`src/include/vp_defs.svh`:
```
// Width macros shared by port lists of the top level and the ROM
// Include path must point at this folder
`ifndef VP_DEFS_SVH
`define VP_DEFS_SVH

// Data byte of the ROM download and cartridge read ports
`define VP_DATA_W 8

`endif

```
`src/hdl/vp_pkg.sv`:
```
// Shared types, widths and palette of the Videopac glue logic
// Palette index is {r, g, b, luma} as driven by the VDC
package vp_pkg;

	////////////////////
	// Widths
	////////////////////

	// ROM holds up to 16 KiB of cartridge data
	localparam int ROM_AW = 14;
	// Console side cartridge address
	localparam int CART_AW = 12;
	// PS/2 code with extended flag in the top bit
	localparam int SCAN_W = 9;
	// Numpad buttons on the joystick, digits 1..9 then 0
	localparam int NUMPAD_W = 10;

	////////////////////
	// Types
	////////////////////

	// Cartridge size class, decided when a download ends
	typedef enum logic [1:0] {SIZE_2K, SIZE_4K, SIZE_8K, SIZE_12K} size_class_e;

	// System controller states
	typedef enum logic [1:0] {ST_RESET, ST_LOAD, ST_RUN} ctrl_state_e;

	////////////////////
	// Calibrated palette
	////////////////////

	localparam logic [23:0] PALETTE [16] = '{
		24'h000000,
		24'h676767,
		24'h1a37be,
		24'h5c80f6,
		24'h006d07,
		24'h56c469,
		24'h2aaabe,
		24'h77e6eb,
		24'h790000,
		24'hc75151,
		24'h94309f,
		24'hdc84e8,
		24'h77670b,
		24'hc6b86a,
		24'hcecece,
		24'hffffff
	};

endpackage

```
`src/hdl/vp_key_xlate.sv`:
```
// PS/2 and joystick numpad to ASCII key events for the keyboard matrix
// A PS/2 event wins over a joystick change in the same cycle
// Events arriving while one is held without key_ready_i are lost
module vp_key_xlate (
	input  logic                        clk_sys,
	input  logic                        reset,
	input  logic                        core_reset_i,
	input  logic                        key_strobe_i,
	input  logic                        key_pressed_i,
	input  logic [vp_pkg::SCAN_W-1:0]   key_code_i,
	input  logic [vp_pkg::NUMPAD_W-1:0] joy_num_i,
	input  logic                        key_ready_i,
	output logic                        key_valid_o,
	output logic [7:0]                  key_ascii_o,
	output logic                        key_released_o
);
	import vp_pkg::*;

	logic                strobe_q;
	logic [NUMPAD_W-1:0] joy_q;
	logic                ps2_seen;
	logic                joy_seen;
	logic [7:0]          table_ascii;
	logic [7:0]          digit_ascii;
	// First stage, one slot per source
	logic                ps2_chg;
	logic                joy_chg;
	logic [7:0]          ps2_ascii;
	logic [7:0]          joy_ascii;
	logic                ps2_rel;
	logic                joy_rel;
	// Second stage, merged event
	logic                evt_valid;
	logic [7:0]          evt_ascii;
	logic                evt_rel;
	logic                load_out;

	assign ps2_seen = key_strobe_i ^ strobe_q;
	assign joy_seen = |(joy_num_i ^ joy_q);
	assign load_out = evt_valid & (~key_valid_o | key_ready_i);

	////////////////////
	// Scan code table
	////////////////////

	// Extended flag ignored
	always_comb begin
		case (key_code_i[7:0])
			8'h16: table_ascii = "1";
			8'h1e: table_ascii = "2";
			8'h26: table_ascii = "3";
			8'h25: table_ascii = "4";
			8'h2e: table_ascii = "5";
			8'h36: table_ascii = "6";
			8'h3d: table_ascii = "7";
			8'h3e: table_ascii = "8";
			8'h46: table_ascii = "9";
			8'h45: table_ascii = "0";
			8'h1c: table_ascii = "a";
			8'h32: table_ascii = "b";
			8'h21: table_ascii = "c";
			8'h23: table_ascii = "d";
			8'h24: table_ascii = "e";
			8'h2b: table_ascii = "f";
			8'h34: table_ascii = "g";
			8'h33: table_ascii = "h";
			8'h43: table_ascii = "i";
			8'h3b: table_ascii = "j";
			8'h42: table_ascii = "k";
			8'h4b: table_ascii = "l";
			8'h3a: table_ascii = "m";
			8'h31: table_ascii = "n";
			8'h44: table_ascii = "o";
			8'h4d: table_ascii = "p";
			8'h15: table_ascii = "q";
			8'h2d: table_ascii = "r";
			8'h1b: table_ascii = "s";
			8'h2c: table_ascii = "t";
			8'h3c: table_ascii = "u";
			8'h2a: table_ascii = "v";
			8'h1d: table_ascii = "w";
			8'h22: table_ascii = "x";
			8'h35: table_ascii = "y";
			8'h1a: table_ascii = "z";
			8'h29: table_ascii = " ";
			8'h79: table_ascii = "+";
			8'h7b: table_ascii = "-";
			8'h7c: table_ascii = "*";
			8'h4a: table_ascii = "/";
			8'h55: table_ascii = "=";
			// GUI keys act as yes and no
			8'h1f: table_ascii = 8'h11;
			8'h27: table_ascii = 8'h12;
			8'h5a: table_ascii = 8'd10;
			8'h66: table_ascii = 8'd8;
			default: table_ascii = 8'h00;
		endcase
	end

	// Lowest pressed button wins, top bit is the zero key
	always_comb begin
		digit_ascii = 8'h00;
		for (int i = NUMPAD_W - 1; i >= 0; i--) begin
			if (joy_num_i[i]) begin
				digit_ascii = (i == NUMPAD_W - 1) ? "0" : 8'("1" + i);
			end
		end
	end

	////////////////////
	// Event pipeline
	////////////////////

	always_ff @(posedge clk_sys or posedge reset) begin
		if (reset) begin
			strobe_q    <= 1'b0;
			joy_q       <= '0;
			ps2_chg     <= 1'b0;
			joy_chg     <= 1'b0;
			evt_valid   <= 1'b0;
			key_valid_o <= 1'b0;
		end else begin
			// Inputs still tracked under core reset so no stale edge appears later
			strobe_q <= key_strobe_i;
			joy_q    <= joy_num_i;
			if (core_reset_i) begin
				ps2_chg     <= 1'b0;
				joy_chg     <= 1'b0;
				evt_valid   <= 1'b0;
				key_valid_o <= 1'b0;
			end else begin
				ps2_chg   <= ps2_seen;
				joy_chg   <= joy_seen;
				evt_valid <= ps2_chg | joy_chg;
				if (load_out) begin
					key_valid_o <= 1'b1;
				end else if (key_ready_i) begin
					key_valid_o <= 1'b0;
				end
			end
		end
	end

	always_ff @(posedge clk_sys) begin
		ps2_ascii <= table_ascii;
		ps2_rel   <= ~key_pressed_i;
		joy_ascii <= digit_ascii;
		// All buttons up reads as a release
		joy_rel   <= ~|joy_num_i;
		evt_ascii <= ps2_chg ? ps2_ascii : joy_ascii;
		evt_rel   <= ps2_chg ? ps2_rel : joy_rel;
		if (load_out) begin
			key_ascii_o    <= evt_ascii;
			key_released_o <= evt_rel;
		end
	end

endmodule

```
`config.mk`:
```
export PLATFORM = sky130hd
export DESIGN_NAME = vp_key_xlate
export DESIGN_NICKNAME = d
export VERILOG_FILES = /design/src/include/vp_defs.svh /design/src/hdl/vp_pkg.sv /design/src/hdl/vp_key_xlate.sv
export SDC_FILE = /design/constraint.sdc
export NUM_CORES = 1
export LEC_CHECK = 0
export ABC_CLOCK_PERIOD_IN_PS = 1750
export BUFFER_PORTS_ARGS = -buffer_cell sky130_fd_sc_hd__buf_2
export CAP_MARGIN = 0
export CORE_UTILIZATION = 46
export CTS_BUF_LIST = sky130_fd_sc_hd__clkbuf_2
export CTS_CLUSTER_DIAMETER = 50
export DETAILED_ROUTE_END_ITERATION = 16
export PLACE_DENSITY = 0.77
export SYNTH_ARGS = -nofsm -noshare
export SYNTH_HDL_FRONTEND = slang
export SYNTH_SLANG_ARGS = --single-unit
```
`constraint.sdc`:
```
create_clock -name clk_sys -period 1.75 [get_ports clk_sys]
set_clock_uncertainty 0.05 [all_clocks]
set_input_delay 0.2625 -clock clk_sys [delete_from_list [all_inputs] [get_ports clk_sys]]
set_output_delay 0.2625 -clock clk_sys [all_outputs]
set_load 0.01 [all_outputs]
```
; ---- Word-level counts from Yosys, hierarchy flattened
; Memory sizes are Yosys's and may differ from the RTL's. A register that Yosys moved wholly into a read port is not among the register bits.
; Cells that the tools add are included.
[totals]
register_bits = 49
romBits = 896
inputBits = 25
out_inout_bits = 10
wordCells = 49
n_memories = 1
[mem_list]
columns = name, words, word_bits, read_ports, rd_ports_with_merged_regs, wr, line_no
row1 = (no name shown), 128, 7, 1, 1, 0, vp_key_xlate.sv:48  ; case (key_code_i[7:0])
[op_classes]
n_mux = 17
bitwise_logic = 7
n_reduce_logical = 7
[ops]
columns = operator, n
row1 = $reduce_or A10 Y1, 2
row2 = $mux W3, 4
row3 = $xor A10 B10 Y10, 1
row4 = $reduce_or A9 Y1, 1
row5 = $mux W4, 2
row6 = $mux W8, 1
row7 = $mux W1, 7
row8 = $reduce_or A7 Y1, 1
row9 = $mux W6, 1
row10 = $mux W2, 2
row11 = $reduce_bool A3 Y1, 1
row12 = $reduce_or A3 Y1, 1
row13 = $not A1 Y1, 2
row14 = $or A1 B1 Y1, 2
row15 = $and A1 B1 Y1, 1
row16 = $logic_not A1 Y1, 1
row17 = $xor A1 B1 Y1, 1

; ---- Depth between registers and ports, before layout
; Gate-level depths: netlist of run 1.
[logic_depth]
ltp_word = 9
mapped_depth = 7
mapped_depth_nobuf = 7

; ---- Worst setup path before layout of run 1
; Ideal clock, no wire load.
[synth_timing]
path_type = input port to flip-flop
from = input key_code_i[1] in the netlist's numbering
to = register ps2_ascii[3]
setup_ps = 87
t_arrival_ps = 1510
required_time_ps = 1613
slack_ps = 103
path_stages = 7
path_buffers = 0
cell_sequence = inv_1 > ha_1 > nand3b_1 > o21ai_0 > a211oi_1 > or4b_1 > o31ai_1
[synth_rtl]
columns = element, line_no
row1 = start: declaration, vp_key_xlate.sv:10  ; input logic [vp_pkg::SCAN_W-1:0] key_code_i,
row2 = end: declaration, vp_key_xlate.sv:28  ; logic [7:0] ps2_ascii;

; ---- Worst setup path after layout of run 1
[layout_timing]
from = input joy_num_i[5] in the netlist's numbering
to = register joy_ascii[4]
[layout_via]
elab_chain_cells = 1
[layout_lines]
columns = element, line_no
row1 = start: declaration, vp_key_xlate.sv:11  ; input logic [vp_pkg::NUMPAD_W-1:0] joy_num_i,
row2 = $reduce_or A9 Y1 (no source line), -
row3 = end signal: assignment, vp_key_xlate.sv:147  ; joy_ascii <= digit_ascii;
row4 = end: declaration, vp_key_xlate.sv:29  ; logic [7:0] joy_ascii;
; Every way passes these cells.
; A chain may end at the register's enable or synchronous reset.

==> results of run 1 <==
-- layout by cell type, fill, tap and decap left out, drive strengths merged, types with 5 or more instances in the layout --
| cell type | count |
|---|---|
| a21oi | 15 |
| buf | 57 |
| clkbuf | 7 |
| dfrtp | 15 |
| dfxtp | 22 |
| dlygate4sd3 | 14 |
| edfxtp | 8 |
| ha | 9 |
| inv | 12 |
| mux2 | 5 |
| mux2i | 5 |
| nand2 | 19 |
| nand2b | 8 |
| nand3 | 6 |
| nor2 | 19 |
| o21ai | 12 |
| xor2 | 9 |
-- stage by stage --
| step | power [W] | hold slack (ns) |
|---|---|---|
| after floorplan | 0.00138 | 0.114 |
| after global placement | 0.00152 | 0.272 |
| after detailed placement | 0.00153 | 0.283 |
| after CTS | 0.00194 | 0.0720 |
| after global routing | 0.00206 | 0.0404 |
| final | 0.00194 | 0.105 |
-- layer usage --
layer,GRT usage [%],wire (um),vias up
li1,-,-,986
met1,28.5,2300,915
met2,37.9,2790,71
met3,5.11,269,6
met4,7.84,57,0
met5,0,0,-
-- registers in the layout, indices dropped and copies added (netlist names), 5 cells and up --
register,flops
evt_ascii,7
joy_ascii,5
joy_q,10
key_ascii_o,7
ps2_ascii,7
-- layout make-up --
cell class / instances / area, um2
Fill cell: 419 / 1900
Multi-Input combinational cell: 170 / 1130
Sequential cell: 45 / 1060
Timing Repair Buffer: 71 / 500
Tap cell: 67 / 83.8
Inverter: 12 / 45.0
Clock buffer: 7 / 35.0
Clock inverter: 1 / 3.75
-- worst max path at each step --
stage,cells after the start,start,endpoint,slack (ns)
finish,5,joy_num_i[5],joy_ascii[4],0.09
global route,8,key_code_i[0],ps2_ascii[4],0.05
CTS,5,joy_num_i[4],joy_ascii[4],0.1
detailed placement,8,key_code_i[0],ps2_ascii[4],-0.11
global placement,8,key_code_i[0],ps2_ascii[4],-0.1
floorplan,7,key_code_i[1],ps2_ascii[3],0.10
-- cell usage after synthesis (2+ instances only) --
cell	count	share of area, %
xor2_1	9	3.4
a211oi_1	4	1.3
buf_2	4	0.87
nand2_1	19	3.1
o2111ai_1	2	0.76
inv_1	12	2.0
nor3_1	4	0.87
a21o_1	2	0.65
edfxtp_1	8	10
o21bai_1	2	0.65
nor3b_1	2	0.65
xnor2_1	4	1.5
a2111oi_0	2	0.76
o211ai_1	2	0.65
mux2i_1	5	2.2
nor4_1	4	1.1
a21boi_0	3	0.98
a311oi_1	2	0.76
and3_1	2	0.55
or3_1	2	0.55
nor2_1	19	3.1
dfrtp_1	15	16
o31a_1	2	0.76
o31ai_1	2	0.65
o21ai_0	11	2.4
clkbuf_1	4	0.65
nor2b_1	4	1.1
mux2_2	5	2.5
nand3_1	6	1.3
ha_1	9	4.9
a31oi_1	3	0.82
a22oi_1	3	0.98
dfxtp_1	22	19
a21oi_1	15	3.3
nand3b_1	2	0.65
nand2b_1	8	2.2
buf_4	5	1.6
-- report_power, final --
part | switching [W] | internal [W]
combinational | 0.000218 | 0.000185
clock | 0.000283 | 0.000107
sequential | 0.0000236 | 0.00112
total | 0.000524 | 0.00141
-- repair_timing --
action | in CTS | in global routing
endpoints found under the hold margin | 31 | 0
hold buffers | 14 | 0
gates resized for setup | 0 | 1
endpoints found under the setup margin | 0 | 1
-- worst register-to-register path: stages, from the launching register on --
cell,delay [ns]
dfrtp_1,0.41
xor2_1,0.14
nor4_1,0.38
a41oi_1,0.17
-- cell families after synthesis --
family                     share of synthesized area, %
AOI/OAI and AO/OA                                  17.6
xor gates and xnor gates                           4.96
adders and majority gates                          4.91
buffers and inverters                              5.13
DFF                                                46.0
muxes                                              4.63
other                                             0.163
and+or+nand+nor                                    16.6
==> impl_metrics.ini, run 1 <==
[final_layout]
final_nets = 339
syn_to_final_growth_pct = 24.3
drive_gt1_share_pct = 22.9
final_cell_area_um2 = 2850
n_antenna_cell = 0
fin_cells = 373
final_core_util_pct = 60.0

[sta]
finalSetupViolCount = 0
fin_crit_sh_pct = 94.7
rsz0062_at_grt = no
fin_tns_setup_ns = 0
worst_slack_ns = 0.0928
maxSlewViolCount = 0
finalCriticalPeriod_ns = 1.66
fmax_mhz = 603
slew_headroom_pct = 62.8
hold_viol = 0
worst_slew_pin_slew_ns = 0.557

[grt]
grt_start_max_net_pins = 31
grt_usage_pct = 22.5
antenna_found_initial = 0
gr-total-overflow = 0
grt_pass1_vias = 1877
grt_pass1_wl_mm = 8.90

[hold_path]
worstHoldEndpoint = ps2_ascii[0]
whs_path_depth = 2
hold_class = input pin to register
hold_start = key_code_i[7]

[clocking]
max-clock-path-buffers = 2
cts_tree = yes
clkLatencyLatePin_ns = 0.39
clock_sinks = 45
clockRootBuffer = clkbuf_2
clk_pin_slew_worst_paths_ns = 0.17
numCtsBuffers = 5
post-cts-setup-buffers = 0
h-tree-depth = 2

[route]
first_pass_iters = 4
drt_iter0_drc = 104
vias = 1978
routed_via_density = 5.30
ant_nets = 0
wl_per_cell_um = 14.5
postRouteWirelength_mm = 5.41
drcViolationCount = 0

[die]
ios = 35
core_um2 = 4750
row_count = 25
fp.dieH_um = 72.6
die_w_um = 72.6
start_util_pct = 48.3
die-area_um2 = 5280

[yosys]
syn_nets = 274
netlist_instances = 240
synth_edf_count = 8
ys_ff_latch = 45
ys_warn_count = 0
syn-cell-area_um2 = 2290
ys_seq_area_share_pct = 46.0
synth_ff_type = dfxtp_1
async_flop_share_pct = 33.3
ys_types = 48
synth.avg_cell_area_um2 = 9.56

[critical_path]
r2r_slack_ns = 0.48
critPathArrivalTime_ns = 1.87
crit_slowest_cell = dlygate4sd3_1
rr_startpoint = joy_q[6]
cp_slowest_stage_delay_ns = 0.55
rr_endpoint = joy_chg
crit_chain = dlygate4sd3_1, buf_2, nor4_2, nand2_1, or4_1
critPathBufInv = 2
ff2ff_path_depth = 3
critPathRequiredTime_ns = 1.96
critPathMaxFanout = 5
cp-start-kind = input pin
end_kind = register
worstSetupPathType = input pin to register
crit_family = simple AND/OR/NAND/NOR gates

[placed_design]
gp_congestion = 0.921
hpwl_mm = 3.79
dpl.cell_count = 351
place_ws_ns = -0.106
place_area_um2 = 2670
numPortBuffers = 32

[run_status]
outcome = completed

[pwr]
ir_drop_v = 0.000305
power.density_nw_per_um2 = 679
leakage_nw = 1.28

[run]
maxCapViolations = 0
(Power assumes the default switching activity.)
==> run 2: changes to the inputs <==
--- a/config.mk
+++ b/config.mk
@@ -6,13 +6,13 @@
 export NUM_CORES = 1
 export LEC_CHECK = 0
 export ABC_CLOCK_PERIOD_IN_PS = 1750
-export BUFFER_PORTS_ARGS = -buffer_cell sky130_fd_sc_hd__buf_2
 export CAP_MARGIN = 0
 export CORE_UTILIZATION = 46
-export CTS_BUF_LIST = sky130_fd_sc_hd__clkbuf_2
+export CTS_BUF_LIST = sky130_fd_sc_hd__clkbuf_8
 export CTS_CLUSTER_DIAMETER = 50
 export DETAILED_ROUTE_END_ITERATION = 16
-export PLACE_DENSITY = 0.77
+export DONT_BUFFER_PORTS = 1
+export PLACE_DENSITY = 0.71
 export SYNTH_ARGS = -nofsm -noshare
 export SYNTH_HDL_FRONTEND = slang
 export SYNTH_SLANG_ARGS = --single-unit
==> run 2 against run 1 <==
Compared with the run above:
- non-clock buffer count shrank 48
- global-route usage is 2.7 points lower
- via count is 7.6% lower
- critical path depth increased by 2
- combinational power is 34% lower
- largest power group unchanged
- die area unchanged
- highest routed layer unchanged
==> impl_metrics.ini, run 2 (same netlist as run 1, synthesis figures left out) <==
[die]
core_um2 = 4750
ios = 35
fp.dieH_um = 72.6
die-area_um2 = 5280
row_count = 25
die_w_um = 72.6
start_util_pct = 48.3

[grt]
grt_start_max_net_pins = 32
antenna_found_initial = 0
grt_pass1_wl_mm = 8.04
grt_usage_pct = 19.8
gr-total-overflow = 0
grt_pass1_vias = 1723

[critical_path]
critPathRequiredTime_ns = 1.92
cp-start-kind = input pin
critPathMaxFanout = 11
end_kind = register
critPathArrivalTime_ns = 1.62
worstSetupPathType = input pin to register

[route]
ant_nets = 0
wl_per_cell_um = 15.3
postRouteWirelength_mm = 4.98
drcViolationCount = 0
drt_iter0_drc = 102
vias = 1828
first_pass_iters = 4
routed_via_density = 5.62

[clocking]
max-clock-path-buffers = 2
numCtsBuffers = 5
clockRootBuffer = clkbuf_8
h-tree-depth = 2
clock_sinks = 45
cts_tree = yes
clk_pin_slew_worst_paths_ns = 0.08
clkLatencyLatePin_ns = 0.29

[sta]
hold_viol = 0
maxSlewViolCount = 0
fmax_mhz = 691
hold_ws_ns = 0.0160
finalCriticalPeriod_ns = 1.45
finalSetupViolCount = 0
fin_crit_sh_pct = 82.7
rsz0062_at_grt = no
worst_slew_pin_slew_ns = 0.553
fin_tns_setup_ns = 0
slew_headroom_pct = 63.1

[final_layout]
fill_cells = 434
n_antenna_cell = 0
drive_gt1_share_pct = 6.98
largest_register = joy_q
largest_reg_flops = 10
syn_to_final_growth_pct = 13.3
final_cell_mix = dfxtp_1, nor2_1, nand2_1
layout_commonest_cell = dfxtp_1
final_nets = 291

[pwr]
leakage_nw = 1.08
ir_drop_v = 0.000403
finalPower_w = 0.00200
power.density_nw_per_um2 = 770

[run]
maxCapViolations = 0

[placed_design]
numPortBuffers = 0
gp_congestion = 0.936
hpwl_mm = 3.33

[run_status]
outcome = completed

[hold_path]
hold_class = input pin to register
==> run 2: cell type report <==
class | count | area (um2) | share of cell area, %
Tap cell | 67 | 83.8 | 3.22
Multi-Input combinational cell | 170 | 1120 | 43.1
Clock inverter | 3 | 12.5 | 0.481
Timing Repair Buffer | 23 | 213 | 8.18
Inverter | 12 | 45.0 | 1.73
Sequential cell | 45 | 1060 | 40.6
Clock buffer | 5 | 68.8 | 2.65
==> run 2: path summary, 6_finish.rpt <==
| check | slack (ns) | end | start | cells after the start |
|---|---|---|---|---|
| max in group asynchronous | 0.87 | joy_q[0] | reset | 2 |
| worst min-delay path | 0.02 | ps2_ascii[3] | key_code_i[7] | 1 |
| worst min register to register | 0.36 | key_ascii_o[1] | evt_ascii[1] | 0 |
| worst max-delay path | 0.30 | ps2_ascii[0] | key_code_i[0] | 7 |
| min in group asynchronous | 0.42 | ps2_chg | reset | 2 |
| worst max register to register | 0.52 | joy_chg | joy_q[4] | 3 |
==> run 2: repair_timing <==
action,CTS,global route
resized for setup,0,0
endpoints found under the setup margin,0,0
hold buffers,16,0
hold endpoints to repair,36,0
buffers inserted,0,0
==> run 2: per-layer routing <==
metal / share of wire [%] / up-vias / track usage [%]
met1: 45 / 863 / 27.5
met4: 2.1 / 0 / 8.28
met3: 4.8 / 12 / 4.01
li1: - / 882 / -
met5: 0 / - / 0
met2: 49 / 71 / 30.0
==> run 2: metrics by stage <==
stage	util, %	cell area [um2]	cells	worst slack (ns)
floorplan	-	2290	240	0.103
global placement	49.6	2360	301	0.0470
detailed placement	49.6	2360	301	0.0288
CTS	54.7	2600	325	0.337
global route	54.7	2600	325	0.228
finish	54.7	2600	325	0.302
==> run 2: power by group <==
group	total, W	internal [W]	switching, W
clock	0.000583	0.000269	0.000314
combinational	0.000267	0.000136	0.000131
sequential	0.00115	0.00112	0.0000308
total	0.00200	0.00153	0.000477
==> run 2: critical path: stages <==
cell	delay [ns]
inv_1	0.07
ha_1	0.37
nand2_1	0.10
a21oi_1	0.32
a22oi_1	0.15
a21o_1	0.19
a31oi_1	0.15
